==> config.mk <==
export PLATFORM = sky130hd
export DESIGN_NAME = stage_register
export DESIGN_NICKNAME = d
export VERILOG_FILES = /design/src/hdl/agen_pkg.sv /design/src/hdl/stage_register.sv
export VERILOG_INCLUDE_DIRS = /design/src /design/src/hdl
export SDC_FILE = /design/constraint.sdc
export NUM_CORES = 1
export LEC_CHECK = 0
export BUFFER_PORTS_ARGS = -buffer_cell sky130_fd_sc_hd__buf_2
export CORE_AREA = 5 5 157 159
export CTS_CLUSTER_DIAMETER = 30
export DETAILED_ROUTE_END_ITERATION = 12
export DIE_AREA = 0 0 162 164
export GPL_TIMING_DRIVEN = 0
export HOLD_SLACK_MARGIN = 0.02
export PLACE_DENSITY = 0.62
export SYNTH_ARGS = -nofsm -noshare
export SYNTH_HDL_FRONTEND = slang
export SYNTH_SLANG_ARGS = --single-unit
==> constraint.sdc <==
create_clock -name clk -period 19.6 [get_ports clk]
set_clock_uncertainty 0.2 [all_clocks]
set_input_delay 0.98 -clock clk [delete_from_list [all_inputs] [get_ports clk]]
set_output_delay 0.98 -clock clk [all_outputs]
set_load 0.005 [all_outputs]
==> src/hdl/agen_config.svh <==
/*
 * Widths and counts for the address generation stage.
 * Include this wherever a register, immediate or operand width is needed.
 */

`ifndef AGEN_CONFIG_SVH
`define AGEN_CONFIG_SVH

// general purpose register width
`define AGEN_GPR_W 32

// segment register width
`define AGEN_SEG_W 16

// operand value width, also the MMX register width
`define AGEN_OPND_W 64

// immediate field width
`define AGEN_IMM_W 48

// registers per bank (GPR and MMX)
`define AGEN_NUM_REGS 8

// operand slots produced per micro-op
`define AGEN_NUM_OPND 2

// real mode style segment base shift
`define AGEN_SEG_SHIFT 4

`endif
==> src/hdl/agen_pkg.sv <==
/*
 * Types shared by the address generation RTL and its testbench.
 * Import with agen_pkg::* in the module header.
 */

`include "agen_config.svh"

package agen_pkg;

    localparam int AGEN_NUM_SEGS = 6;
    localparam int AGEN_REG_IDX_W = $clog2(`AGEN_NUM_REGS);

    typedef enum logic [2:0] {
        NONE = 3'd0, REGISTER = 3'd1, SEGMENT = 3'd2, MMX = 3'd3,
        MODRM = 3'd4, IMMEDIATE = 3'd5, MEMORY = 3'd6, SYSTEM = 3'd7
    } opnd_kind_e;

    // codes 4, 6 and 7 are unused and give a zero register view
    typedef enum logic [2:0] {
        SZ_NONE = 3'd0, SZ_8 = 3'd1, SZ_16 = 3'd2, SZ_32 = 3'd3, SZ_MMX = 3'd5
    } opnd_size_e;

    typedef enum logic [2:0] {
        ES = 3'd0, CS = 3'd1, SS = 3'd2, DS = 3'd3, FS = 3'd4, GS = 3'd5
    } seg_idx_e;

    // bit 1 marks a pop
    typedef enum logic [1:0] {
        ST_NONE = 2'd0, ST_PUSH = 2'd1, ST_POP = 2'd2, ST_POP2 = 2'd3
    } stack_op_e;

    typedef logic [`AGEN_NUM_REGS-1:0][`AGEN_OPND_W-1:0] opnd_bank_t;
    typedef logic [`AGEN_NUM_REGS-1:0][`AGEN_GPR_W-1:0] gpr_bank_t;
    typedef logic [AGEN_NUM_SEGS-1:0][`AGEN_SEG_W-1:0] seg_bank_t;

    typedef struct packed {
        gpr_bank_t gpr;
        seg_bank_t seg;
        opnd_bank_t mmx;
    } arch_state_t;

    typedef struct packed {
        opnd_size_e size;
        opnd_kind_e op0_kind;
        opnd_kind_e op1_kind;
        logic [AGEN_REG_IDX_W-1:0] op0_reg;
        logic [AGEN_REG_IDX_W-1:0] op1_reg;
        logic [`AGEN_IMM_W-1:0] imm;
        stack_op_e stack_op;
        logic [`AGEN_GPR_W-1:0] stack_address;
        seg_idx_e seg_override;
        logic seg_override_valid;
    } agen_req_t;

    typedef struct packed {
        opnd_kind_e kind;
        logic [AGEN_REG_IDX_W-1:0] reg_idx;
        logic [`AGEN_IMM_W-1:0] imm;
        logic [`AGEN_GPR_W-1:0] str_addr;
    } opnd_req_t;

    typedef struct packed {
        opnd_size_e size;
        logic [`AGEN_OPND_W-1:0] op0;
        logic [`AGEN_OPND_W-1:0] op1;
        logic [AGEN_REG_IDX_W-1:0] op0_reg;
        logic [AGEN_REG_IDX_W-1:0] op1_reg;
        logic op0_is_reg;
        logic op0_is_segment;
        logic op0_is_mmx;
        logic op1_is_address;
        stack_op_e stack_op;
        logic [`AGEN_GPR_W-1:0] stack_address;
    } agen_resp_t;

    // segment lookup, indices past GS read as zero
    function automatic logic [`AGEN_SEG_W-1:0] seg_read(seg_bank_t segs, seg_idx_e idx);
        logic [`AGEN_SEG_W-1:0] val;
        val = '0;
        if (int'(idx) < AGEN_NUM_SEGS) begin
            val = segs[idx];
        end
        return val;
    endfunction

endpackage

==> src/hdl/stage_register.sv <==
/*
 * Output pipe stage of address generation. Builds the operand flags, forces
 * op1 to the stack address on pops and holds one response behind valid/ready.
 */

`timescale 1ns/1ps

`include "agen_config.svh"

module stage_register
    import agen_pkg::*;
(
    input  logic       clk,
    input  logic       rst_n,
    input  logic       flush,

    input  logic       req_valid,
    output logic       req_ready,
    input  agen_req_t  req,
    input  logic [`AGEN_NUM_OPND-1:0][`AGEN_OPND_W-1:0] op_values,

    output logic       rsp_valid,
    input  logic       rsp_ready,
    output agen_resp_t rsp
);

    agen_resp_t next_rsp;
    logic is_pop;
    logic accept;
    logic [`AGEN_OPND_W-1:0] stack_ext;

    assign is_pop = req.stack_op[1];

    always_comb begin
        stack_ext = '0;
        stack_ext[`AGEN_GPR_W-1:0] = req.stack_address;
    end

    always_comb begin
        next_rsp.size = req.size;
        next_rsp.op0 = op_values[0];
        // pops read from the stack top whatever op1 names
        next_rsp.op1 = is_pop ? stack_ext : op_values[1];
        next_rsp.op0_reg = req.op0_reg;
        next_rsp.op1_reg = req.op1_reg;
        next_rsp.op0_is_reg = (req.op0_kind == REGISTER);
        next_rsp.op0_is_segment = (req.op0_kind == SEGMENT);
        next_rsp.op0_is_mmx = (req.size == SZ_MMX);
        next_rsp.op1_is_address = (req.op1_kind == MEMORY) || is_pop;
        next_rsp.stack_op = req.stack_op;
        next_rsp.stack_address = req.stack_address;
    end

    // free slot, or the held item leaves this cycle
    assign req_ready = !rsp_valid || rsp_ready;
    assign accept = req_valid && req_ready && !flush;

    always_ff @(posedge clk or negedge rst_n) begin
        if (!rst_n) begin
            rsp_valid <= 1'b0;
        end else if (flush) begin
            rsp_valid <= 1'b0;
        end else if (req_ready) begin
            rsp_valid <= req_valid;
        end
    end

    always_ff @(posedge clk) begin
        if (accept) begin
            rsp <= next_rsp;
        end
    end

    // held response must not move under back-pressure
    a_rsp_stable: assert property (
        @(posedge clk) disable iff (!rst_n)
        rsp_valid && !rsp_ready |=> $stable(rsp)
    ) else $error("rsp changed while stalled");

    // a flushed entry never shows up the next cycle
    a_flush_clears: assert property (
        @(posedge clk) disable iff (!rst_n)
        flush |=> !rsp_valid
    ) else $error("rsp_valid high after flush");

endmodule

==> impl_metrics.ini <==
[run_status]
status = finished, final reports clean

[timing]
finalMaxSlewViolations = 0
period_minus_slack_ns = 2.72
fin_crit_sh_pct = 13.9
worst_slew_pin_slew_ns = 0.445
hold_viol = 0
max_freq_mhz = 367
rsz0062_at_grt = false
relSlewSlack_pct = 70.2
finalSetupViolCount = 0

[die]
dieHeight_um = 164
core_mm2 = 0.0231
dieArea_mm2 = 0.0266
initial_core_util_pct = 26.0
die_x_um = 162
ios = 411
num_rows = 56

[clock_network]
cts_max_level = 4
root_buffer = clkbuf_16
ctsHoldBuffers = 0
cts_resized = 0
post_cts_buffers = 0
cts_tree = yes
clk_latency_ns = 0.42
clkSlewWorstSetupHoldPaths_ns = 0.07
cts_buffers = 17
cts.sink_count = 176
clockBufferDepth = 2

[drt]
drc = 0
routed_via_density = 4.00
wl_per_cell_um = 17.7
wl_um = 16900
drt-initial-drc-count = 181
vias = 3820
dr.pass1.iters = 4
ant_nets = 0

[yosys]
ys_top_cells_by_area = edfxtp_1 (87%), mux2_4 (4.2%), nor2b_1 (3.3%)
ys_seq_area_share_pct = 87.8
avgSynthCellArea_um2 = 23.4
syn_inst = 257
ys_types = 14
synth-warning-count = 0
ys_ff_latch = 176
syn_area_mm2 = 0.00601
syn_nets = 491
yosys.area.top_type = edfxtp_1
yosys.area.top_type_share_pct = 87.4

[power_and_ir_drop]
p_sw_share_pct = 22.6
switchingPower_mw = 0.194
seqPwrFrac_pct = 51.0
p_per_area_mw_per_mm2 = 95.5
power.share.clock_pct = 41.5
p_comb_share_pct = 7.5
power_report.internal_total_mw = 0.664
finalPower_mw = 0.858
ir_worst_vdd_mv = 0.0555
leakagePower_nw = 3.78

[critical_path]
regToRegSetupSlack_ns = 17.13
r2r-start = rsp_valid
crit_path_end_kind = flop
regToRegEndpoint = rsp[68]
worst_setup_path_start_kind = input port
crit_arrival_ns = 2.65
criticalPathCategory = in -> reg
r2r_cells = 8
path_max_fanout = 13
cp.required_ns = 19.53

[final_layout]
area_growth_syn_to_layout_pct = 49.3
seqCellArea_mm2 = 0.00528
multi_input_area_um2 = 682
layout-drive-gt1-share_pct = 67.3
fin_cells = 954
fill_cells = 2169
final_nets = 884

[global_route]
grt_max_degree = 19
track_usage_pct = 12.3
grt_pass1_wl_um = 24400
overflow = 0
antenna_found_initial = 1
grt_pass1_vias = 4101

[worst_hold_path]
hold_path.class = in -> async

[placement]
port_buffers = 358
dp.cells = 921
hpwlAfterDp_um = 13600
gp_congestion = 0.778

[flow_run]
maxCapViolCount = 0
[sequential cells by signal, indices dropped and copies added (netlist names)]
register   cells
rsp          175
rsp_valid      1
[metal layers]
layer  vias to the layer above  global-route usage, %  routed length, µm
met5                         -                      0                 13
met4                         2                   3.81                236
met3                        19                   5.50               1770
met2                       210                   21.3               8680
met1                      1802                   13.7               6160
li1                       1787                      -                  -
[kinds of logic (layout without fill, tap and decap cells)]
| logic type | after synthesis | in the layout | synth area share [%] |
|---|---|---|---|
| mux | 32 | 32 | 7.05 |
| flops | 176 | 176 | 87.8 |
| other cells | 0 | 1 | 0 |
| compound gates | 2 | 2 | 0.208 |
| buf+inv | 8 | 414 | 0.957 |
| simple gates | 39 | 39 | 3.99 |
[cell usage in the layout, fill, tap and decap left out, types with 3 or more instances in the layout]
cell type | netlist | routed
buf_6 | 3 | 19
mux2_4 | 17 | 17
buf_2 | 4 | 362
nor2b_1 | 32 | 32
clkinv_8 | 0 | 3
mux2_2 | 15 | 15
inv_8 | 0 | 4
clkbuf_16 | 0 | 17
edfxtp_1 | 175 | 175
[cell usage after synthesis]
master    instances
mux2_2           15
edfxtp_1        175
inv_1             1
a21oi_1           1
o21bai_1          1
buf_6             3
nor2b_1          32
dfrtp_1           1
nor3b_1           3
nand2b_1          1
mux2_4           17
nand2_1           2
buf_2             4
nor2_1            1
[cell type report]
| cell class | count | share of cell area (%) |
|---|---|---|
| Inverter | 1 | 0.0418 |
| Multi-Input combinational cell | 73 | 7.59 |
| Timing Repair Buffer | 374 | 22.0 |
| Clock buffer | 17 | 4.74 |
| Antenna cell | 1 | 0.0279 |
| Buffer | 7 | 0.599 |
| Sequential cell | 176 | 58.8 |
| Clock inverter | 15 | 2.23 |
| Tap cell | 290 | 4.04 |
[worst max path at each step]
stage	from	endpoint	slack, ns	cells past startpoint
after global placement	rsp_ready	rsp[35]	-0.85	3
after CTS	rsp_ready	rsp[68]	16.86	9
after floorplan	rsp_ready	rsp[0]	4.67	2
final	rsp_ready	rsp[68]	16.88	9
after detailed placement	rsp_ready	rsp[14]	16.40	9
after global routing	rsp_ready	rsp[68]	16.76	9
[power by group through the flow]
stage / logic [mW] / clock network (mW) / registers [mW]
CTS: 0.0663 / 0.369 / 0.438
global placement: 0.0604 / 0 / 0.456
detailed placement: 0.0662 / 0 / 0.446
global route: 0.0709 / 0.388 / 0.439
floorplan: 0.0179 / 0 / 0.456
finish: 0.0644 / 0.356 / 0.437
[critical path, cell delays in order]
cell and delay (ns):
buf_2 0.07, nand2b_1 0.12, nor3b_2 0.41, buf_6 0.24, buf_6 0.18, buf_6 0.16
buf_6 0.15, buf_6 0.15, buf_6 0.18
[through the flow]
stage                     cell area, µm²  worst slack (ns)  hold slack (ns)  utilization [%]  setup TNS, ns
final                               8980             16.88            0.120             38.8              0
after global routing                8980             16.76           0.0811             38.8              0
after CTS                           8980             16.86           0.0884             38.8              0
after detailed placement            8350             16.40            0.379             36.1              0
after global placement              8170            -0.849            0.368             35.3        -146.14
after floorplan                     6010              4.67            0.392                -              0
(Power assumes the default switching activity.)
