[config.mk]
export PLATFORM = sky130hd
export DESIGN_NAME = register_view
export DESIGN_NICKNAME = d
export VERILOG_FILES = /design/src/hdl/agen_pkg.sv /design/src/hdl/register_view.sv
export VERILOG_INCLUDE_DIRS = /design/src /design/src/hdl
export SDC_FILE = /design/constraint.sdc
export NUM_CORES = 1
export LEC_CHECK = 0
export BUFFER_PORTS_ARGS = -buffer_cell sky130_fd_sc_hd__buf_2
export CAP_MARGIN = 10
export CORE_AREA = 10 10 554 556
export DETAILED_ROUTE_END_ITERATION = 6
export DIE_AREA = 0 0 564 566
export SLEW_MARGIN = 20
export SYNTH_ARGS = -nofsm -noshare
export SYNTH_HDL_FRONTEND = slang
export SYNTH_SLANG_ARGS = --single-unit
[constraint.sdc]
create_clock -name vclk -period 5.2
set_clock_uncertainty 0.2 [all_clocks]
set_input_delay 0 -clock vclk [all_inputs]
set_output_delay 0 -clock vclk [all_outputs]
set_load 0.03 [all_outputs]
[src/hdl/agen_config.svh]
/*
 * Widths and counts for the address generation stage.
 * Include this wherever a register, immediate or operand width is needed.
 */

`ifndef AGEN_CONFIG_SVH
`define AGEN_CONFIG_SVH

// general purpose register width
`define AGEN_GPR_W 32

// segment register width
`define AGEN_SEG_W 16

// operand value width, also the MMX register width
`define AGEN_OPND_W 64

// immediate field width
`define AGEN_IMM_W 48

// registers per bank (GPR and MMX)
`define AGEN_NUM_REGS 8

// operand slots produced per micro-op
`define AGEN_NUM_OPND 2

// real mode style segment base shift
`define AGEN_SEG_SHIFT 4

`endif
[src/hdl/agen_pkg.sv]
/*
 * Types shared by the address generation RTL and its testbench.
 * Import with agen_pkg::* in the module header.
 */

`include "agen_config.svh"

package agen_pkg;

    localparam int AGEN_NUM_SEGS = 6;
    localparam int AGEN_REG_IDX_W = $clog2(`AGEN_NUM_REGS);

    typedef enum logic [2:0] {
        NONE = 3'd0, REGISTER = 3'd1, SEGMENT = 3'd2, MMX = 3'd3,
        MODRM = 3'd4, IMMEDIATE = 3'd5, MEMORY = 3'd6, SYSTEM = 3'd7
    } opnd_kind_e;

    // codes 4, 6 and 7 are unused and give a zero register view
    typedef enum logic [2:0] {
        SZ_NONE = 3'd0, SZ_8 = 3'd1, SZ_16 = 3'd2, SZ_32 = 3'd3, SZ_MMX = 3'd5
    } opnd_size_e;

    typedef enum logic [2:0] {
        ES = 3'd0, CS = 3'd1, SS = 3'd2, DS = 3'd3, FS = 3'd4, GS = 3'd5
    } seg_idx_e;

    // bit 1 marks a pop
    typedef enum logic [1:0] {
        ST_NONE = 2'd0, ST_PUSH = 2'd1, ST_POP = 2'd2, ST_POP2 = 2'd3
    } stack_op_e;

    typedef logic [`AGEN_NUM_REGS-1:0][`AGEN_OPND_W-1:0] opnd_bank_t;
    typedef logic [`AGEN_NUM_REGS-1:0][`AGEN_GPR_W-1:0] gpr_bank_t;
    typedef logic [AGEN_NUM_SEGS-1:0][`AGEN_SEG_W-1:0] seg_bank_t;

    typedef struct packed {
        gpr_bank_t gpr;
        seg_bank_t seg;
        opnd_bank_t mmx;
    } arch_state_t;

    typedef struct packed {
        opnd_size_e size;
        opnd_kind_e op0_kind;
        opnd_kind_e op1_kind;
        logic [AGEN_REG_IDX_W-1:0] op0_reg;
        logic [AGEN_REG_IDX_W-1:0] op1_reg;
        logic [`AGEN_IMM_W-1:0] imm;
        stack_op_e stack_op;
        logic [`AGEN_GPR_W-1:0] stack_address;
        seg_idx_e seg_override;
        logic seg_override_valid;
    } agen_req_t;

    typedef struct packed {
        opnd_kind_e kind;
        logic [AGEN_REG_IDX_W-1:0] reg_idx;
        logic [`AGEN_IMM_W-1:0] imm;
        logic [`AGEN_GPR_W-1:0] str_addr;
    } opnd_req_t;

    typedef struct packed {
        opnd_size_e size;
        logic [`AGEN_OPND_W-1:0] op0;
        logic [`AGEN_OPND_W-1:0] op1;
        logic [AGEN_REG_IDX_W-1:0] op0_reg;
        logic [AGEN_REG_IDX_W-1:0] op1_reg;
        logic op0_is_reg;
        logic op0_is_segment;
        logic op0_is_mmx;
        logic op1_is_address;
        stack_op_e stack_op;
        logic [`AGEN_GPR_W-1:0] stack_address;
    } agen_resp_t;

    // segment lookup, indices past GS read as zero
    function automatic logic [`AGEN_SEG_W-1:0] seg_read(seg_bank_t segs, seg_idx_e idx);
        logic [`AGEN_SEG_W-1:0] val;
        val = '0;
        if (int'(idx) < AGEN_NUM_SEGS) begin
            val = segs[idx];
        end
        return val;
    endfunction

endpackage

[src/hdl/register_view.sv]
/*
 * Size-selected view of the general and MMX registers, plus the two
 * string linear addresses (ES:EDI and DS:ESI or override). Purely combinational.
 */

`timescale 1ns/1ps

`include "agen_config.svh"

module register_view
    import agen_pkg::*;
(
    input  arch_state_t state,
    input  opnd_size_e  size,
    input  seg_idx_e    seg_override,
    input  logic        seg_override_valid,
    output opnd_bank_t  bank,
    output logic [`AGEN_NUM_OPND-1:0][`AGEN_GPR_W-1:0] string_addr
);

    // x86 register numbering
    localparam int ESI_IDX = 6;
    localparam int EDI_IDX = 7;

    logic [`AGEN_SEG_W-1:0] src_seg;

    // segment base shifted up and added to the offset
    function automatic logic [`AGEN_GPR_W-1:0] linear_addr(
        input logic [`AGEN_SEG_W-1:0] seg,
        input logic [`AGEN_GPR_W-1:0] offset
    );
        logic [`AGEN_GPR_W-1:0] base;
        base = '0;
        base[`AGEN_SEG_W-1:0] = seg;
        return (base << `AGEN_SEG_SHIFT) + offset;
    endfunction

    always_comb begin
        for (int i = 0; i < `AGEN_NUM_REGS; i++) begin
            bank[i] = '0;
            case (size)
                // AL..BL in 0-3, AH..BH in 4-7
                SZ_8: begin
                    bank[i][7:0] = state.gpr[i % 4][8*(i/4) +: 8];
                end
                SZ_16: begin
                    bank[i][15:0] = state.gpr[i][15:0];
                end
                SZ_32: begin
                    bank[i][`AGEN_GPR_W-1:0] = state.gpr[i];
                end
                SZ_MMX: begin
                    bank[i] = state.mmx[i];
                end
                default: begin
                    bank[i] = '0;
                end
            endcase
        end
    end

    // op1 source segment, DS unless overridden
    always_comb begin
        if (seg_override_valid) begin
            src_seg = seg_read(state.seg, seg_override);
        end else begin
            src_seg = state.seg[DS];
        end
    end

    // op0 is always ES:EDI
    assign string_addr[0] = linear_addr(state.seg[ES], state.gpr[EDI_IDX]);
    assign string_addr[1] = linear_addr(src_seg, state.gpr[ESI_IDX]);

    // no register view without an operand size
    always_comb begin
        if (size == SZ_NONE) begin
            assert final (bank == '0)
                else $error("register view not zero for SZ_NONE");
        end
    end

endmodule

==> summary.md, run 1 <==
| Metric | Value |
|---|---|
| Final worst slack | `a little under 1 ns` |
| CLK BUF | `0` |
| Mux share of post-synthesis cell area | `7.29%` |
| Largest net degree at the start of global routing | `around 170` |
| Synth Area in XOR/XNOR | `between 5 and 6%` |
| First-pass GRT wire length | `roughly 360 mm` |
| Row cnt | `200` |
| GPL Wtd Cong | `0.917` |
| Setup TNS | `0 ns` |
| Number of sequential cells | `0` |
| Sequential cell area | `0 sq um` |
| Distinct cells, synth | `50` |
| Worst EP arrival | `approximately 4 ns` |
| Most common cell after layout, fill and taps aside | `buf_2` |
| Worst Tran Pin Value | `~1.3 ns` |
| Cells along the critical path | `buf_2, mux4_2, a22oi_1, a21oi_1, ha_1, and3_1, nand3_1, o21ai_0, o211ai_1, xnor2_1, buf_2` |
| Initial core utilization | `under 10%` |
| Synth Area in Simple Gates | `29.6%` |
| Yosys warns | `0` |
| Crit path capture | `string_addr[60]` |
| Worst IR Drop VDD | `0.0481 mV` |
| Largest family of logic cells by synthesized area | `compound AO/OA/AOI/OAI gates` |
| Pwr dens | `around 120 nW/um^2` |
| Congestion Overflow GR | `0` |
| Iter 0 DRT Violations | `1314` |
| Cell count after synthesis | `1089` |
| Synth top area cells | `a22o_1 26%, and3_1 22%, ha_1 5.3%` |
| CP startpoint | `seg_override[0]` |
| Setup bufs post-CTS | `0` |
| Minimum clock period | `roughly 4.2 ns` |
| Rel. slew slack | `13.8%` |
| Compound-gate portion of the synthesized area | `about 43%` |
| Dpl hpwl | `around 310 mm` |
| Buf/Inv on CP | `2` |
| Io pins | `between 1000 and 1500` |
| Avg Cell Area, Syn | `~6.9 sq um` |
| Area Overhead vs Synth | `164%` |
| Maxcap violations | `0` |
| Worst-path fanout max | `26` |
| Leakage Power | `a little over 10 nW` |
| Final count of hold timing violations | `0` |
| Worst min path class | `in -> out` |
| Port Buffers | `between 1000 and 1500` |
| Clock power share | `0%` |
| Startpoint Class | `input pin` |
| Status | `completed` |
| CP Depth | `11` |
| Post-synthesis adder-cell area fraction | `roughly 5.8%` |
| Vias in the first global route | `16400` |
| Dpl ws | `~0.98 ns` |
| Mapped Nets | `~2000` |
| Crit-path slowest cell | `o21ai_0` |
| Final max-slew violation count | `0` |
| Critical Path Most Common Cell | `buf_2` |
| # DRC | `0` |
| Crit-path leading delay family | `compound AO/OA/AOI/OAI gates` |
| Die width | `between 500 and 600 um` |
| Via count | `approximately 19000` |
| Share of layout cells above drive strength 1 | `roughly 63%` |
| Yosys top cell area share | `26.0%` |
| Initial antenna violation count | `561` |
| Core ar. | `just under 300000 sq um` |
| Critical path required time | `about 5 ns` |
| Combinational share of power | `100.0%` |
| Antenna Nets Post-Route | `0` |
| CP Capture Type | `output pin` |
| Final setup fails | `0` |
| Post-CTS Hold Buffers | `0` |
| RSZ-0062 raised after global routing | `false` |
| Nets@finish | `3322` |
| WL final | `between 300 and 400 mm` |
| Switching pwr | `0.00174 W` |
| CTS-repair resized insts | `0` |
| Post-synthesis sequential area ratio | `0%` |
| Fin crit share | `just over 80%` |
| Int Pwr | `~0.00068 W` |
| Synth area leader | `a22o_1` |
| Setup CP Type | `in -> out` |
| Synth Cell Area | `about 7600 sq um` |
| DR WL/cell | `around 50 um` |
| Max Freq | `approximately 240 MHz` |
| Switching Fraction | `a little under three quarters` |
| Overall global routing resource usage | `19.1%` |
| Avg Vias per Cell | `~2.8` |
| Die area | `between 300000 and 400000 sq um` |
| Sequential power share | `0%` |
| Pre-antenna DRT Iters | `5` |
| Die H | `between 500 and 600 um` |
| Most frequent cells in the layout | `1445 x buf_2, 264 x and3_1, 224 x a22o_1` |
| Slowest stage delay, CP | `about 0.72 ns` |
-- through the flow --
| step | utilization, % | hold WS (ns) | cells | power, W | cell area [sq um] |
|---|---|---|---|---|---|
| 2_1_floorplan | - | -0.0683 | 1089 | 0.00106 | 7550 |
| 3_3_place_gp | 6.56 | 0.131 | 6354 | 0.00251 | 19400 |
| 3_5_place_dp | 6.56 | 0.126 | 6354 | 0.00250 | 19400 |
| 4_1_cts | 6.56 | 0.127 | 6354 | 0.00251 | 19400 |
| 5_1_grt | 6.63 | 0.141 | 6437 | 0.00255 | 19600 |
| 6_report | 6.74 | 0.129 | 6561 | 0.00242 | 19900 |
-- power by group through the flow --
| stage | sequential (W) | clock (W) | combinational (W) |
|---|---|---|---|
| finish | 0 | 0.00000000479 | 0.00242 |
| global route | 0 | 0.00000000224 | 0.00255 |
| CTS | 0 | 0 | 0.00251 |
| detailed placement | 0 | 0 | 0.00250 |
| global placement | 0 | 0 | 0.00251 |
| floorplan | 0 | 0 | 0.00106 |
-- layer usage --
metal  vias up  part of all wire, %  track usage, %
li1       7217                    -               -
met1      8302                   32            17.9
met2      1685                   44            30.7
met3       858                   21            18.9
met4       458                  2.6            2.53
met5         -                 0.93               0
-- synthesized netlist by cell type, types with 6 or more instances --
cell	number
xnor2_1	34
a21oi_1	46
and2_1	6
a22oi_1	48
a22o_1	224
nor2_1	42
mux4_2	16
buf_2	34
nand3_1	12
clkbuf_1	100
and3_1	264
ha_1	32
o21ai_0	50
xor2_1	12
buf_4	8
mux2_2	16
o2111ai_1	6
nand2_1	50
a21o_1	11
o211ai_1	10
inv_1	13
-- worst min-delay path by stage --
stage,startpoint,cells past startpoint,end,slack [ns]
after global placement,state[863],3,string_addr[31],0.13
after detailed placement,state[863],3,string_addr[31],0.13
final,state[863],3,string_addr[31],0.13
after CTS,state[863],3,string_addr[31],0.13
after floorplan,state[832],1,string_addr[0],-0.07
after global routing,state[863],3,string_addr[31],0.14
-- layout make-up --
type | instances | area, sq um
antenna | 207 | 518
timing repair buffer | 1468 | 7510
multi-input combinational | 933 | 6920
inverter | 14 | 52.6
tap | 3939 | 4930
fill | 35300 | 276000
-- logic make-up after synthesis --
kind of cell / Yosys count
mux: 33
xor+xnor: 46
fa+ha+maj: 34
compound gates: 424
simple gates: 396
buf+inv: 156
Note: power is estimated with default switching activity, not from simulation.
==> inputs of run 2 (changes only) <==
--- a/config.mk
+++ b/config.mk
@@ -6,11 +6,12 @@
 export SDC_FILE = /design/constraint.sdc
 export NUM_CORES = 1
 export LEC_CHECK = 0
+export ABC_AREA = 1
 export BUFFER_PORTS_ARGS = -buffer_cell sky130_fd_sc_hd__buf_2
 export CAP_MARGIN = 10
-export CORE_AREA = 10 10 554 556
+export CORE_AREA = 10 10 550 552
 export DETAILED_ROUTE_END_ITERATION = 6
-export DIE_AREA = 0 0 564 566
+export DIE_AREA = 0 0 560 562
 export SLEW_MARGIN = 20
 export SYNTH_ARGS = -nofsm -noshare
 export SYNTH_HDL_FRONTEND = slang
==> constraint.sdc (replaced) <==
create_clock -name vclk -period 4.3
set_clock_uncertainty 0.2 [all_clocks]
set_input_delay 0 -clock vclk [all_inputs]
set_output_delay 0 -clock vclk [all_outputs]
set_load 0.03 [all_outputs]
==> run 2 against run 1 <==
Effect of this change: combinational power increased by 31%; clock-buffer cell count unchanged; synthesized cell count increased by 95%; worst hold slack got worse by 0.055 ns; area after synthesis increased by 26%; setup slack got worse by 0.36 ns; critical path depth increased by 8; sequential share of layout area unchanged.
==> summary.md, run 2 <==
| Metric | Value |
|---|---|
| Status | `completed` |
| CP Capture Type | `output pin` |
| Initial antenna violation count | `375 (-33%)` |
| Overall global routing resource usage | `15.5% (-3.6 points)` |
| Row cnt | `198 (-1.0%)` |
| Combinational share of power | `100.0% (about the same)` |
| Mapped Nets | `3033 (+52%)` |
| Post-Layout Cell Count | `7512 (+14%)` |
| Max Freq | `about 270 MHz` |
| Synth top area cells | `nand2_1 23%, inv_1 21%, nor2_1 15%` |
| Worst-path fanout max | `15 (-42%)` |
| Top post-synthesis cells by count | `575 x nand2_1, 523 x inv_1, 376 x nor2_1, 230 x o21ai_0, 69 x nand3_1` |
| Most frequent cells in the layout | `1429 x buf_2, 575 x nand2_1, 523 x inv_1` |
| Largest net degree at the start of global routing | `81 (-53%)` |
| Final setup fails | `0 (unchanged)` |
| First-pass GRT wire length | `302 mm (-16%)` |
| Setup CP Type | `in -> out` |
| Crit-path slowest cell | `fa_1` |
| Core ar. | `291000 sq um (-1.8%)` |
| Final Util | `7.62% (+0.89 points)` |
| RSZ-0062 raised after global routing | `false` |
| Nets@finish | `4420 (+33%)` |
| Startpoint Class | `input pin` |
| Most common cell in the netlist | `nand2_1` |
| Synth area leader | `nand2_1` |
| Clock power share | `0% (unchanged)` |
| CTS-repair resized insts | `0 (unchanged)` |
| Die H | `562 um (-0.71%)` |
| Avg Cell Area, Syn | `4.47 sq um (-36%)` |
| Setup TNS | `0 ns (unchanged)` |
| Yosys warns | `0 (unchanged)` |
| Io pins | `1447 (unchanged)` |
| Number of sequential cells | `0 (unchanged)` |
| # DRC | `0 (unchanged)` |
| Rel. slew slack | `38.9% (+25 points)` |
| Vias in the first global route | `19700 (+20%)` |
| CP startpoint | `seg_override[2]` |
| Cells along the critical path | `buf_2, clkinv_1, nor2_2, buf_4, o21ai_0, o21ai_0, inv_1, a22oi_1, buf_4, inv_1, fa_1, nor2_1, nor2_1, o21ai_0, nand3_1, nand2_1, nand2_1, nand2_1, buf_12` |
| Die width | `560 um (-0.71%)` |
| Switching Fraction | `71.6% (-0.34 points)` |
| Buf/Inv on CP | `7 (+5)` |
| Post-CTS Hold Buffers | `0 (unchanged)` |
| Crit-path leading delay family | `buffers and inverters` |
| Switching pwr | `0.00227 W (+30%)` |
| Final count of hold timing violations | `0 (unchanged)` |
| Pwr dens | `143 nW/um^2 (+18%)` |
| Int Pwr | `0.000901 W (+32%)` |
| Dpl cells | `7413 (+17%)` |
| DR WL/cell | `34.6 um (-30%)` |
| CLK BUF | `0 (unchanged)` |
| Slowest stage delay, CP | `0.44 ns (-0.28 ns)` |
| Post-synthesis sequential area ratio | `0% (unchanged)` |
| Synth Cell Area | `9520 sq um (+26%)` |
| Minimum clock period | `between 3 and 4 ns` |
| Sequential cell area | `0 sq um (unchanged)` |
| Dpl hpwl | `250 mm (-19%)` |
| Worst IR Drop VDD | `0.0611 mV (+27%)` |
| Sequential power share | `0% (unchanged)` |
| Via count | `20900 (+13%)` |
| Port Buffers | `1447 (unchanged)` |
| Die area | `315000 sq um (-1.4%)` |
| Iter 0 DRT Violations | `1555 (+18%)` |
| Worst Tran Pin Value | `0.907 ns (-0.372 ns)` |
| Fin crit share | `a little under nine tenths` |
| Maxcap violations | `0 (unchanged)` |
| Antenna Nets Post-Route | `0 (unchanged)` |
| Worst min path class | `in -> out` |
| Setup bufs post-CTS | `0 (unchanged)` |
| Cell count after synthesis | `2128 (+95%)` |
| Initial core utilization | `3.27% (+0.72 points)` |
| Critical path required time | `4.10 ns (-0.90 ns)` |
| Congestion Overflow GR | `0 (unchanged)` |
| Worst EP arrival | `3.48 ns (-0.53 ns)` |
| Hold path start | `state[832]` |
| GPL Wtd Cong | `0.949 (+3.5%)` |
| Final max-slew violation count | `0 (unchanged)` |
| Share of layout cells above drive strength 1 | `43.0% (-20 points)` |
| Area Overhead vs Synth | `133%` |
| Avg Vias per Cell | `2.78 (-1.4%)` |
| Leakage Power | `12.9 nW (+27%)` |
| Distinct cells, synth | `26 (-48%)` |
| Most common cell after layout, fill and taps aside | `buf_2` |
| WL final | `260 mm (-20%)` |
| Yosys top cell area share | `22.7% (-3.3 points)` |
| Pre-antenna DRT Iters | `5 (unchanged)` |
run 2: cell types whose count changed after synthesis, moves of 29 or more:
cell and delta:
clkbuf_1 -53, and3_1 -264, nand2_1 +525, a22o_1 -160
nor2_1 +334, xnor2_1 -29, nand3_1 +57, o21ai_0 +180
inv_1 +510
run 2: final cells by class:
cell class                      count  area [sq um]
Inverter                          527          1990
Multi-Input combinational cell   1486          7040
Antenna cell                       99           248
Timing Repair Buffer             1500          8010
Fill cell                       35000        268000
Tap cell                         3900          4880
run 2: per-stage QoR:
stage	setup slack [ns]	hold WS, ns	area [sq um]	total power [W]
after global placement	0.282	0.0712	21900	0.00328
after CTS	0.494	0.0728	21900	0.00329
after detailed placement	0.501	0.0728	21900	0.00328
final	0.623	0.0733	22200	0.00317
after global routing	0.242	0.0794	22000	0.00338
after floorplan	1.52	-0.0683	9520	0.00132
run 2: power groups by stage:
stage / clock network (W) / logic, W / registers, W
floorplan: 0 / 0.00132 / 0
global placement: 0 / 0.00328 / 0
detailed placement: 0 / 0.00328 / 0
CTS: 0 / 0.00329 / 0
global route: 0.000000000690 / 0.00338 / 0
finish: 0.00000000258 / 0.00317 / 0
run 2: layer usage:
metal / track usage [%] / vias to the layer above / wire length, um
met5: 0 / - / 1600
met4: 1.92 / 254 / 6590
met3: 9.93 / 650 / 37700
met2: 27.4 / 1666 / 123000
met1: 15.9 / 9059 / 90900
li1: - / 9280 / -
run 2: cell families (layout without fill, tap and decap cells):
kind of cell,count (synthesis),in the layout,synth area share (%)
XOR/XNOR,26,26,2.39
adder cells (fa/ha/maj),34,34,4.63
other,0,99,0
AO/OA/AOI/OAI,384,384,23.9
AND/OR/NAND/NOR,1042,1042,42.6
buffers and inverters,642,2027,26.4
run 2: final timing paths:
check	to	slack (ns)	cells after the start
max	string_addr[52]	0.62	19
min	string_addr[0]	0.07	2
==> inputs of run 3 (changes only) <==
--- a/config.mk
+++ b/config.mk
@@ -12,6 +12,7 @@
 export CORE_AREA = 10 10 550 552
 export DETAILED_ROUTE_END_ITERATION = 6
 export DIE_AREA = 0 0 560 562
+export GPL_TIMING_DRIVEN = 0
 export SLEW_MARGIN = 20
 export SYNTH_ARGS = -nofsm -noshare
 export SYNTH_HDL_FRONTEND = slang
==> constraint.sdc (replaced) <==
create_clock -name vclk -period 3.5
set_clock_uncertainty 0.2 [all_clocks]
set_input_delay 0 -clock vclk [all_inputs]
set_output_delay 0 -clock vclk [all_outputs]
set_load 0.03 [all_outputs]
==> run 3 against run 2 <==
Effect of this change: via count grew 2.0%; setup slack lost 0.52 ns; core utilization grew 0.059 points; first-iteration DRC count grew 5.5%; critical path type unchanged; clock-buffer cell count is the same; flip-flop and latch count is the same.
==> summary.md, run 3 (synthesized netlist as in run 2, its figures left out) <==
| Metric | Value |
|---|---|
| Status | `completed` |
| Setup TNS | `0 ns (unchanged)` |
| Dpl hpwl | `262 mm (+4.8%)` |
| Worst-path fanout max | `10 (-5)` |
| # DRC | `0 (unchanged)` |
| Initial antenna violation count | `270 (-28%)` |
| Maxcap violations | `0 (unchanged)` |
| DR WL/cell | `35.9 um (+3.9%)` |
| RSZ-0062 raised after global routing | `false` |
| Post-Layout Cell Count | `7602 (+1.2%)` |
| Largest net degree at the start of global routing | `11 (-86%)` |
| Post-CTS Hold Buffers | `0 (unchanged)` |
| Setup CP Type | `in -> out` |
| First-pass GRT wire length | `316 mm (+4.6%)` |
| Minimum clock period | `around 3.4 ns` |
| Core ar. | `291000 sq um (unchanged)` |
| Max Freq | `about 290 MHz` |
| Overall global routing resource usage | `16.3% (+0.80 points)` |
| Fin crit share | `approximately 97%` |
| Die H | `562 um (unchanged)` |
| Pwr dens | `185 nW/um^2 (+29%)` |
| Nets@finish | `4490 (+1.6%)` |
| Worst IR Drop VDD | `0.0932 mV (+53%)` |
| Most frequent cells in the layout | `1484 x buf_2, 572 x nand2_1, 523 x inv_1` |
| GPL Wtd Cong | `0.984 (+3.7%)` |
| Most common cell after layout, fill and taps aside | `buf_2` |
| Sequential cell area | `0 sq um (unchanged)` |
| Congestion Overflow GR | `0 (unchanged)` |
| Final setup fails | `0 (unchanged)` |
| Die area | `315000 sq um (unchanged)` |
| Critical path required time | `3.30 ns (-0.80 ns)` |
| Area Overhead vs Synth | `135%` |
| Row cnt | `198 (unchanged)` |
| Avg Vias per Cell | `2.80 (+0.75%)` |
| CLK BUF | `0 (unchanged)` |
| Worst Tran Pin Value | `1.34 ns (+0.432 ns)` |
| Worst EP arrival | `3.20 ns (-0.28 ns)` |
| Startpoint Class | `input pin` |
| Antenna Nets Post-Route | `0 (unchanged)` |
| Dpl cells | `7479 (+0.89%)` |
| Share of layout cells above drive strength 1 | `43.8% (+0.86 points)` |
| Die width | `560 um (unchanged)` |
| Via count | `21300 (+2.0%)` |
| Iter 0 DRT Violations | `1641 (+5.5%)` |
| CP Capture Type | `output pin` |
| Number of sequential cells | `0 (unchanged)` |
| Worst min path class | `in -> out` |
| Port Buffers | `1446 (-0.069%)` |
| Final count of hold timing violations | `0 (unchanged)` |
| Vias in the first global route | `20300 (+3.4%)` |
| WL final | `273 mm (+5.1%)` |
| Rel. slew slack | `9.83% (-29 points)` |
| Initial core utilization | `3.27% (unchanged)` |
| Leakage Power | `13.0 nW (+0.69%)` |
| Final max-slew violation count | `0 (unchanged)` |
| Pre-antenna DRT Iters | `7 (+2)` |
| Io pins | `1447 (unchanged)` |
==> run 3: through the flow <==
| stage | worst slack, ns | utilization [%] | hold slack (ns) | total power, W | instance area [sq um] |
|---|---|---|---|---|---|
| after floorplan | 0.722 | - | -0.0683 | 0.00162 | 9520 |
| after CTS | -0.0587 | 7.55 | 0.134 | 0.00424 | 21900 |
| after global routing | 0.00306 | 7.63 | 0.146 | 0.00435 | 22200 |
| after detailed placement | -1.22 | 7.49 | 0.132 | 0.00418 | 21800 |
| final | 0.0981 | 7.68 | 0.132 | 0.00413 | 22300 |
| after global placement | -1.31 | 7.44 | 0.131 | 0.00416 | 21600 |
==> run 3: report_power, final <==
part	switching (W)	internal, W
clock network	0	0.00000000271
registers	0	0
logic	0.00310	0.00102
total	0.00310	0.00102
==> run 3: per-layer routing <==
layer  vias up  part of all wire [%]  global-route usage, %
li1       9435                     -                      -
met1      9613                    39                   18.6
met2      1696                    48                   28.6
met3       449                   9.9                   6.43
met4       126                   3.4                   3.59
met5         -                  0.35                      0
==> run 3: cell type report <==
class	instances	area, sq um
antenna	119	298
buffer	115	586
fill	35000	268000
inverter	527	1980
multi-input combinational	1486	7150
tap	3900	4880
timing repair buffer	1455	7430
==> run 3: worst paths after layout <==
check,from,to,slack (ns),depth (start not counted)
setup / recovery,seg_override[2],string_addr[42],0.1,15
hold / removal,state[306],bank[306],0.13,4
==> run 3: critical path, cell delays in order <==
cell and delay [ns]:
buf_2 0.11, clkinv_4 0.12, nor2_4 0.21, clkbuf_4 0.26, o21a_1 0.14, o21ai_0 0.12
a21oi_2 0.20, ha_2 0.24, inv_1 0.07, fa_1 0.45, inv_1 0.11, nand2_1 0.05
nand3_1 0.15, xor2_1 0.49, buf_2 0.43
==> run 3: timing repair <==
action / 4_1_cts / 5_1_grt
pin swaps: 1 / 5
setup buffers: 2 / 2
gates resized for setup: 56 / 30
endpoints found under the setup margin: 31 / 23
